`src/hw/ioTypesPkg.sv`:
```
package ioTypesPkg;

  // Bus side
  typedef logic [31:0] busAddrT;
  typedef logic [31:0] busDataT;

  // One bit per push button
  typedef logic [3:0] keyBitsT;

  // One bit per red LED
  typedef logic [9:0] ledBitsT;

  // Six display digits, digit 0 in the low nibble
  typedef logic [23:0] hexDataT;

  // Active-low segments, bit 6 is g and bit 0 is a
  typedef logic [6:0] segT;

  // Interrupting device number
  typedef logic [3:0] devIdT;

endpackage

```
`src/hw/ioMapPkg.sv`:
```
package ioMapPkg;

  // ============================================================
  // Bus address map
  // ============================================================
  localparam logic [31:0] hexAddr      = 32'hFFFFF000;
  localparam logic [31:0] ledAddr      = 32'hFFFFF020;
  localparam logic [31:0] keyDataAddr  = 32'hFFFFF080;
  localparam logic [31:0] keyCtlAddr   = 32'hFFFFF084;
  localparam logic [31:0] timerCntAddr = 32'hFFFFF100;
  localparam logic [31:0] timerLimAddr = 32'hFFFFF104;
  localparam logic [31:0] timerCtlAddr = 32'hFFFFF108;

  // ============================================================
  // Control register layout, shared by timer and keys
  // ============================================================
  localparam int readyBit    = 0;
  localparam int overflowBit = 1;
  localparam int intEnBit    = 4;

  // Interrupt device numbers, lower number wins
  localparam logic [3:0] timerDevId = 4'd1;
  localparam logic [3:0] keyDevId   = 4'd2;
  // Reported when nobody is requesting
  localparam logic [3:0] noDevId    = 4'd15;

endpackage

```
`src/hw/ioFabric.sv`:
```
`timescale 1ns/1ps

module ioFabric
  import ioTypesPkg::*, ioMapPkg::*;
#(
  parameter int numKeys = 4
) (
  input  busAddrT addr,
  input  logic    wrEn,
  input  logic    rdEn,
  output logic    timerCntWr,
  output logic    timerLimWr,
  output logic    timerCtlWr,
  output logic    timerCntRd,
  output logic    timerLimRd,
  output logic    keyDataRd,
  output logic    keyCtlWr,
  output logic    ledWr,
  output logic    hexWr,
  input  busDataT timerCnt,
  input  busDataT timerLim,
  input  busDataT timerCtl,
  input  keyBitsT keyData,
  input  busDataT keyCtl,
  input  ledBitsT ledData,
  input  hexDataT hexData,
  input  logic    timerIntr,
  input  logic    keyIntr,
  output busDataT rdData,
  output logic    irq,
  output devIdT   intId
);

  logic timerCtlRd;
  logic keyCtlRd;
  logic ledRd;
  logic hexRd;

  // ============================================================
  // Address decode
  // ============================================================
  assign hexWr      = wrEn && (addr == hexAddr);
  assign ledWr      = wrEn && (addr == ledAddr);
  assign keyCtlWr   = wrEn && (addr == keyCtlAddr);
  assign timerCntWr = wrEn && (addr == timerCntAddr);
  assign timerLimWr = wrEn && (addr == timerLimAddr);
  assign timerCtlWr = wrEn && (addr == timerCtlAddr);

  assign hexRd      = rdEn && (addr == hexAddr);
  assign ledRd      = rdEn && (addr == ledAddr);
  assign keyDataRd  = rdEn && (addr == keyDataAddr);
  assign keyCtlRd   = rdEn && (addr == keyCtlAddr);
  assign timerCntRd = rdEn && (addr == timerCntAddr);
  assign timerLimRd = rdEn && (addr == timerLimAddr);
  assign timerCtlRd = rdEn && (addr == timerCtlAddr);

  // Read mux, zero when nothing is selected
  always_comb begin
    rdData = '0;
    if (hexRd) begin
      rdData = busDataT'(hexData);
    end else if (ledRd) begin
      rdData = busDataT'(ledData);
    end else if (keyDataRd) begin
      rdData = busDataT'(keyData[numKeys-1:0]);
    end else if (keyCtlRd) begin
      rdData = keyCtl;
    end else if (timerCntRd) begin
      rdData = timerCnt;
    end else if (timerLimRd) begin
      rdData = timerLim;
    end else if (timerCtlRd) begin
      rdData = timerCtl;
    end
  end

  // Fixed priority, timer ahead of keys
  assign irq   = timerIntr || keyIntr;
  assign intId = timerIntr ? timerDevId :
                 keyIntr   ? keyDevId   :
                             noDevId;

endmodule

```
`src/hw/intervalTimer.sv`:
```
`timescale 1ns/1ps

module intervalTimer
  import ioTypesPkg::*, ioMapPkg::*;
(
  input  logic    clk,
  input  logic    RESET,
  input  busDataT wrData,
  input  logic    cntWr,
  input  logic    limWr,
  input  logic    ctlWr,
  input  logic    cntRd,
  input  logic    limRd,
  output busDataT cnt,
  output busDataT lim,
  output busDataT ctl,
  output logic    intr
);

  logic ready;
  logic overflow;
  logic intEn;
  logic atLimit;
  logic wrapEv;

  // Last count before the wrap, only with a nonzero limit
  assign atLimit = (lim != '0) && (cnt == lim - 1'b1);
  // A counter write takes the edge away from the wrap
  assign wrapEv  = atLimit && !cntWr;

  // ============================================================
  // Count and limit
  // ============================================================
  always_ff @(posedge clk or posedge RESET) begin
    if (RESET) begin
      cnt <= '0;
    end else if (cntWr) begin
      cnt <= wrData;
    end else if (atLimit) begin
      cnt <= '0;
    end else begin
      cnt <= cnt + 1'b1;
    end
  end

  always_ff @(posedge clk or posedge RESET) begin
    if (RESET) begin
      lim <= '0;
    end else if (limWr) begin
      lim <= wrData;
    end
  end

  // ============================================================
  // Status and interrupt enable
  // ============================================================
  always_ff @(posedge clk or posedge RESET) begin
    if (RESET) begin
      ready    <= 1'b0;
      overflow <= 1'b0;
      intEn    <= 1'b0;
    end else begin
      // Reading count or limit acknowledges the wrap
      if (cntRd || limRd) begin
        ready <= 1'b0;
      end
      if (ctlWr) begin
        if (!wrData[readyBit]) ready <= 1'b0;
        if (!wrData[overflowBit]) overflow <= 1'b0;
        intEn <= wrData[intEnBit];
      end
      // New wrap wins over any clear in the same cycle
      if (wrapEv) begin
        ready <= 1'b1;
        if (ready) begin
          overflow <= 1'b1;
        end
      end
    end
  end

  always_comb begin
    ctl              = '0;
    ctl[readyBit]    = ready;
    ctl[overflowBit] = overflow;
    ctl[intEnBit]    = intEn;
  end

  assign intr = ready && intEn;

endmodule

```
`src/hw/keyDebouncer.sv`:
```
`timescale 1ns/1ps

module keyDebouncer
  import ioTypesPkg::*, ioMapPkg::*;
#(
  parameter int samplePeriod = 16,
  parameter int numKeys      = 4
) (
  input  logic    clk,
  input  logic    RESET,
  input  keyBitsT keyN,
  input  busDataT wrData,
  input  logic    dataRd,
  input  logic    ctlWr,
  output keyBitsT keyData,
  output busDataT keyCtl,
  output logic    intr
);

  localparam int tickW = (samplePeriod > 1) ? $clog2(samplePeriod) : 1;

  // Only the populated buttons take part
  localparam keyBitsT keyMask = keyBitsT'((1 << numKeys) - 1);

  logic [tickW-1:0] tickCnt;
  logic             tick;
  keyBitsT          sample;
  keyBitsT          lastSample;
  logic             accept;
  logic             ready;
  logic             overflow;
  logic             intEn;

  // ============================================================
  // Sample tick
  // ============================================================
  assign tick = (tickCnt == tickW'(samplePeriod - 1));

  always_ff @(posedge clk or posedge RESET) begin
    if (RESET) begin
      tickCnt <= '0;
    end else if (tick) begin
      tickCnt <= '0;
    end else begin
      tickCnt <= tickCnt + 1'b1;
    end
  end

  // Two equal samples that differ from the stored value
  assign accept = tick && (sample == lastSample) && (sample != keyData);

  always_ff @(posedge clk or posedge RESET) begin
    if (RESET) begin
      sample     <= '0;
      lastSample <= '0;
      keyData    <= '0;
    end else if (tick) begin
      // Keys are active low, store pressed as 1
      sample     <= ~keyN & keyMask;
      lastSample <= sample;
      if (accept) begin
        keyData <= sample;
      end
    end
  end

  // ============================================================
  // Status and interrupt enable
  // ============================================================
  always_ff @(posedge clk or posedge RESET) begin
    if (RESET) begin
      ready    <= 1'b0;
      overflow <= 1'b0;
      intEn    <= 1'b0;
    end else begin
      if (dataRd) begin
        ready <= 1'b0;
      end
      if (ctlWr) begin
        if (!wrData[readyBit]) ready <= 1'b0;
        if (!wrData[overflowBit]) overflow <= 1'b0;
        intEn <= wrData[intEnBit];
      end
      // Unread change still pending means one was lost
      if (accept) begin
        ready <= 1'b1;
        if (ready) begin
          overflow <= 1'b1;
        end
      end
    end
  end

  always_comb begin
    keyCtl              = '0;
    keyCtl[readyBit]    = ready;
    keyCtl[overflowBit] = overflow;
    keyCtl[intEnBit]    = intEn;
  end

  assign intr = ready && intEn;

endmodule

```
`src/hw/displayRegs.sv`:
```
`timescale 1ns/1ps

module displayRegs
  import ioTypesPkg::*;
(
  input  logic    clk,
  input  logic    RESET,
  input  busDataT wrData,
  input  logic    ledWr,
  input  logic    hexWr,
  output ledBitsT ledData,
  output hexDataT hexData,
  output ledBitsT ledr,
  output segT     hex0,
  output segT     hex1,
  output segT     hex2,
  output segT     hex3,
  output segT     hex4,
  output segT     hex5
);

  // Hex digit to active-low segments
  function automatic segT segDecode(input logic [3:0] digit);
    case (digit)
      4'h0:    segDecode = 7'b1000000;
      4'h1:    segDecode = 7'b1111001;
      4'h2:    segDecode = 7'b0100100;
      4'h3:    segDecode = 7'b0110000;
      4'h4:    segDecode = 7'b0011001;
      4'h5:    segDecode = 7'b0010010;
      4'h6:    segDecode = 7'b0000010;
      4'h7:    segDecode = 7'b1111000;
      4'h8:    segDecode = 7'b0000000;
      4'h9:    segDecode = 7'b0010000;
      4'hA:    segDecode = 7'b0001000;
      4'hB:    segDecode = 7'b0000011;
      4'hC:    segDecode = 7'b1000110;
      4'hD:    segDecode = 7'b0100001;
      4'hE:    segDecode = 7'b0000110;
      default: segDecode = 7'b0001110;
    endcase
  endfunction

  // ============================================================
  // Output registers
  // ============================================================
  always_ff @(posedge clk or posedge RESET) begin
    if (RESET) begin
      ledData <= '0;
      hexData <= 24'hFFFFFF;
    end else begin
      if (ledWr) ledData <= ledBitsT'(wrData);
      if (hexWr) hexData <= hexDataT'(wrData);
    end
  end

  assign ledr = ledData;

  // Digit 0 is the low nibble
  assign hex0 = segDecode(hexData[3:0]);
  assign hex1 = segDecode(hexData[7:4]);
  assign hex2 = segDecode(hexData[11:8]);
  assign hex3 = segDecode(hexData[15:12]);
  assign hex4 = segDecode(hexData[19:16]);
  assign hex5 = segDecode(hexData[23:20]);

endmodule

```
`src/hw/ioSubsystem.sv`:
```
`timescale 1ns/1ps

module ioSubsystem
  import ioTypesPkg::*;
#(
  parameter int samplePeriod = 16,
  parameter int numKeys      = 4
) (
  input  logic    clk,
  input  logic    RESET,
  input  busAddrT addr,
  input  busDataT wrData,
  input  logic    wrEn,
  input  logic    rdEn,
  output busDataT rdData,
  input  keyBitsT keyN,
  output ledBitsT ledr,
  output segT     hex0,
  output segT     hex1,
  output segT     hex2,
  output segT     hex3,
  output segT     hex4,
  output segT     hex5,
  output logic    irq,
  output devIdT   intId
);

  // Strobes from the fabric
  logic timerCntWr;
  logic timerLimWr;
  logic timerCtlWr;
  logic timerCntRd;
  logic timerLimRd;
  logic keyDataRd;
  logic keyCtlWr;
  logic ledWr;
  logic hexWr;

  // Register values back to the fabric
  busDataT timerCnt;
  busDataT timerLim;
  busDataT timerCtl;
  keyBitsT keyData;
  busDataT keyCtl;
  ledBitsT ledData;
  hexDataT hexData;
  logic    timerIntr;
  logic    keyIntr;

  ioFabric #(
    .numKeys (numKeys)
  ) ioFabric_inst (
    .addr       (addr),
    .wrEn       (wrEn),
    .rdEn       (rdEn),
    .timerCntWr (timerCntWr),
    .timerLimWr (timerLimWr),
    .timerCtlWr (timerCtlWr),
    .timerCntRd (timerCntRd),
    .timerLimRd (timerLimRd),
    .keyDataRd  (keyDataRd),
    .keyCtlWr   (keyCtlWr),
    .ledWr      (ledWr),
    .hexWr      (hexWr),
    .timerCnt   (timerCnt),
    .timerLim   (timerLim),
    .timerCtl   (timerCtl),
    .keyData    (keyData),
    .keyCtl     (keyCtl),
    .ledData    (ledData),
    .hexData    (hexData),
    .timerIntr  (timerIntr),
    .keyIntr    (keyIntr),
    .rdData     (rdData),
    .irq        (irq),
    .intId      (intId)
  );

  intervalTimer intervalTimer_inst (
    .clk    (clk),
    .RESET  (RESET),
    .wrData (wrData),
    .cntWr  (timerCntWr),
    .limWr  (timerLimWr),
    .ctlWr  (timerCtlWr),
    .cntRd  (timerCntRd),
    .limRd  (timerLimRd),
    .cnt    (timerCnt),
    .lim    (timerLim),
    .ctl    (timerCtl),
    .intr   (timerIntr)
  );

  keyDebouncer #(
    .samplePeriod (samplePeriod),
    .numKeys      (numKeys)
  ) keyDebouncer_inst (
    .clk     (clk),
    .RESET   (RESET),
    .keyN    (keyN),
    .wrData  (wrData),
    .dataRd  (keyDataRd),
    .ctlWr   (keyCtlWr),
    .keyData (keyData),
    .keyCtl  (keyCtl),
    .intr    (keyIntr)
  );

  displayRegs displayRegs_inst (
    .clk     (clk),
    .RESET   (RESET),
    .wrData  (wrData),
    .ledWr   (ledWr),
    .hexWr   (hexWr),
    .ledData (ledData),
    .hexData (hexData),
    .ledr    (ledr),
    .hex0    (hex0),
    .hex1    (hex1),
    .hex2    (hex2),
    .hex3    (hex3),
    .hex4    (hex4),
    .hex5    (hex5)
  );

endmodule

```
`config.mk`:
```
export PLATFORM = sky130hd
export DESIGN_NAME = ioSubsystem
export DESIGN_NICKNAME = d
export VERILOG_FILES = /design/src/hw/ioTypesPkg.sv /design/src/hw/ioMapPkg.sv /design/src/hw/ioFabric.sv /design/src/hw/intervalTimer.sv /design/src/hw/keyDebouncer.sv /design/src/hw/displayRegs.sv /design/src/hw/ioSubsystem.sv
export SDC_FILE = /design/constraint.sdc
export NUM_CORES = 1
export LEC_CHECK = 0
export BUFFER_PORTS_ARGS = -buffer_cell sky130_fd_sc_hd__clkbuf_2
export CORE_UTILIZATION = 57
export DETAILED_ROUTE_END_ITERATION = 8
export PLACE_DENSITY = 0.81
export SLEW_MARGIN = 10
export SYNTH_ARGS = -nofsm -noshare
export SYNTH_HDL_FRONTEND = slang
export SYNTH_SLANG_ARGS = --single-unit
```
`constraint.sdc`:
```
create_clock -name clk -period 4.6 [get_ports clk]
set_input_delay 0.69 -clock clk [delete_from_list [all_inputs] [get_ports clk]]
set_output_delay 0.69 -clock clk [all_outputs]
set_load 0.02 [all_outputs]
```
==> flow_metrics.env <==
export IMPL_diodes=0
export IMPL_power_share_sequential_pct=42.2
export IMPL_slew_headroom_pct=31.4
export IMPL_leakagePower_uw=0.00473
export IMPL_p_switching_uw=532
export IMPL_synth_area_leaders="dfrtp_1, mux2_2, dfstp_2"
export IMPL_detail_route_antenna_nets=0
export IMPL_clockRootBuffer="clkbuf_16"
export IMPL_synthToLayoutAreaGrowth_pct=17.6
export IMPL_slew_violations=0
export IMPL_ys_flop_type="dfrtp_1"
export IMPL_cts_made_buffers=17
export IMPL_async_flop_share_pct=100
export IMPL_period_share_pct=91.9
export IMPL_crit_family="simple AND/OR/NAND/NOR gates"
export IMPL_drive_gt1_share_pct=29.1
export IMPL_synth_edf_count=0
export IMPL_grt_pass1_wl_um=38300
export IMPL_ys_seq_area_share_pct=34.6
export IMPL_postCtsResizedCells=0
export IMPL_overflow=0
export IMPL_netlist_area_um2=8770
export IMPL_core_area_um2=14800
export IMPL_clk_latency_ns=0.42
export IMPL_clock_fmax_mhz=237
export IMPL_drcViolationCount=0
export IMPL_status="completed"
export IMPL_internal_power_uw=2000
export IMPL_final_area_um2=10300
export IMPL_clkPwrFrac_pct=54.6
export IMPL_grt_total_usage_pct=30.3
export IMPL_maxCapViolCount=0
export IMPL_antenna_found_initial=0
export IMPL_gp_congestion=0.885
export IMPL_start_kind="primary input"
export IMPL_min_period_ns=4.23
export IMPL_clk_pin_slew_worst_paths_ns=0.05
export IMPL_tightest_slew_ns=1.02
export IMPL_die_x_um=126
export IMPL_clock_skew_ns=0.00903
export IMPL_finalSetupTns_ns=0
export IMPL_grt_start_max_net_pins=51
export IMPL_syn_nets=1107
export IMPL_num_rows=44
export IMPL_path_max_fanout=20
export IMPL_synth_distinct_cells=63
export IMPL_fin_nets=1240
export IMPL_ys_ff_latch=120
export IMPL_yosys_warnings=0
export IMPL_syn_inst=996
export IMPL_routedWlPerCell_um=17.8
export IMPL_rsz0062_at_grt="false"
export IMPL_stdcell_count=1326
export IMPL_crit_top_cell="clkbuf_2"
export IMPL_io_pin_count=161
export IMPL_dp_cells=1294
export IMPL_critical_path_arrival_ns=3.54
export IMPL_criticalPathCategory="in -> out"
export IMPL_syn_area_per_cell_um2=8.80
export IMPL_h_tree_depth=4
export IMPL_post_route_util_pct=69.9
export IMPL_port_buffers=160
export IMPL_drtIter0Drc=594
export IMPL_finalSetupViolCount=0
export IMPL_slowest_stage="nor4_1"
export IMPL_die_h_um=126
export IMPL_wl_um=23600
export IMPL_clockBufferDepth=2
export IMPL_cts_setup_buffers=0
export IMPL_synth_top_area_cell="dfrtp_1"
export IMPL_first_pass_iters=7
export IMPL_finalHoldViolations=0
export IMPL_cts_hold_buf=0
export IMPL_start_util_pct=59.4
export IMPL_tritoncts="done"
export IMPL_cp_data_required_time_ns=3.91
export IMPL_pwr_share_comb_pct=3.3
export IMPL_path_cells="clkbuf_2, or3_1, nor4_1, and3_1, and2_1, nand2_1, nor2_1, o22ai_1, clkbuf_2"
export IMPL_die_area_um2=15900
export IMPL_placed_area_um2=9710
export IMPL_p_sw_share_pct=21.0
export IMPL_ir_worst_vdd_uv=236
export IMPL_path_buf_inv=2
export IMPL_first_global_vias=7701
export IMPL_routed_via_density=6.09
export IMPL_slowest_delay_ns=0.59
export IMPL_layout_common_cells="clkbuf_2, nor2_1, dfrtp_1"
export IMPL_hold_path_class="in -> async"
export IMPL_hpwlAfterDp_um=16500
export IMPL_end_kind="primary output"
export IMPL_layout_commonest_cell="clkbuf_2"
export IMPL_numClockSinks=120
export IMPL_vias=8075
export IMPL_power_density_nw_per_um2=246
export IMPL_synth_top_area_share_pct=27.4
export IMPL_whs_ns=0.250
==> final cells by class <==
cell class | count | area [µm²]
clock buffers | 25 | 495
clock inverters | 7 | 115
fillers | 1191 | 4440
inverters | 30 | 115
multi-input cells | 785 | 5400
flip-flops and latches | 120 | 3030
well taps | 184 | 230
repair buffers | 175 | 926
==> state kept, by name (all words and copies together), names as in the netlist, 4 cells and up <==
register / cells
intervalTimer_inst.cnt: 32
intervalTimer_inst.lim: 32
displayRegs_inst.hexData: 24
displayRegs_inst.ledData: 10
keyDebouncer_inst.keyData: 4
keyDebouncer_inst.lastSample: 4
keyDebouncer_inst.sample: 4
keyDebouncer_inst.tickCnt: 4
==> layer usage <==
layer / routed length (µm) / up-vias / track usage (%)
met3: 1490 / 46 / 5.69
met2: 11700 / 337 / 51.4
met1: 9920 / 3892 / 38.9
li1: - / 3800 / -
met4: 439 / 0 / 10.1
met5: 0 / - / 0
==> per-stage QoR <==
step	total power, µW	setup WS (ns)
after floorplan	1110	0.764
after global placement	1170	0.534
after detailed placement	1170	0.436
after CTS	2550	0.435
after global routing	2600	0.239
final	2530	0.372
==> final timing paths <==
path / cells past startpoint / startpoint / slack, ns / endpoint
min in group clk: 2 / keyN[1] / 0.46 / keyDebouncer_inst.sample[1]
hold / removal: 2 / RESET / 0.25 / intervalTimer_inst.cnt[26]
hold reg to reg: 1 / keyDebouncer_inst.tickCnt[0] / 0.49 / keyDebouncer_inst.tickCnt[0]
max in group asynchronous: 3 / RESET / 3.40 / intervalTimer_inst.lim[12]
setup reg to reg: 10 / intervalTimer_inst.lim[0] / 0.96 / intervalTimer_inst.cnt[3]
setup / recovery: 9 / addr[4] / 0.37 / rdData[20]
==> cell usage after synthesis, types with 6 or more instances <==
library cell,instances
nor3_1,10
nor2b_1,12
nor2_1,126
xor2_1,37
xnor2_1,40
or3b_2,7
nand2_1,88
and4_1,7
a31oi_1,11
a22oi_1,7
ha_1,39
inv_1,30
dfrtp_1,96
a32o_1,6
clkbuf_1,54
mux2_2,60
mux2i_1,18
or3_1,6
nand4_1,23
dfstp_2,24
nand2b_1,12
a22o_1,19
o22ai_1,8
nor2_2,10
nor4_1,12
o21ai_0,71
nand3_1,26
a21oi_1,64
==> power by group through the flow <==
stage / sequential [µW] / clock, µW / combinational [µW]
final: 1070 / 1380 / 83.3
after global routing: 1070 / 1440 / 92.3
after CTS: 1070 / 1390 / 84.1
after detailed placement: 1090 / 0 / 83.4
after global placement: 1090 / 0 / 81.6
after floorplan: 1080 / 0 / 29.9
==> kinds of logic after synthesis <==
kind of cell,synth area share [%]
AO/OA/AOI/OAI,14.6
XOR/XNOR,7.69
adder cells (fa/ha/maj),5.56
buffers and inverters,4.31
flip-flops,34.6
multiplexers,11.0
AND/OR/NAND/NOR,22.2
Note: power is estimated with default switching activity, not from simulation.
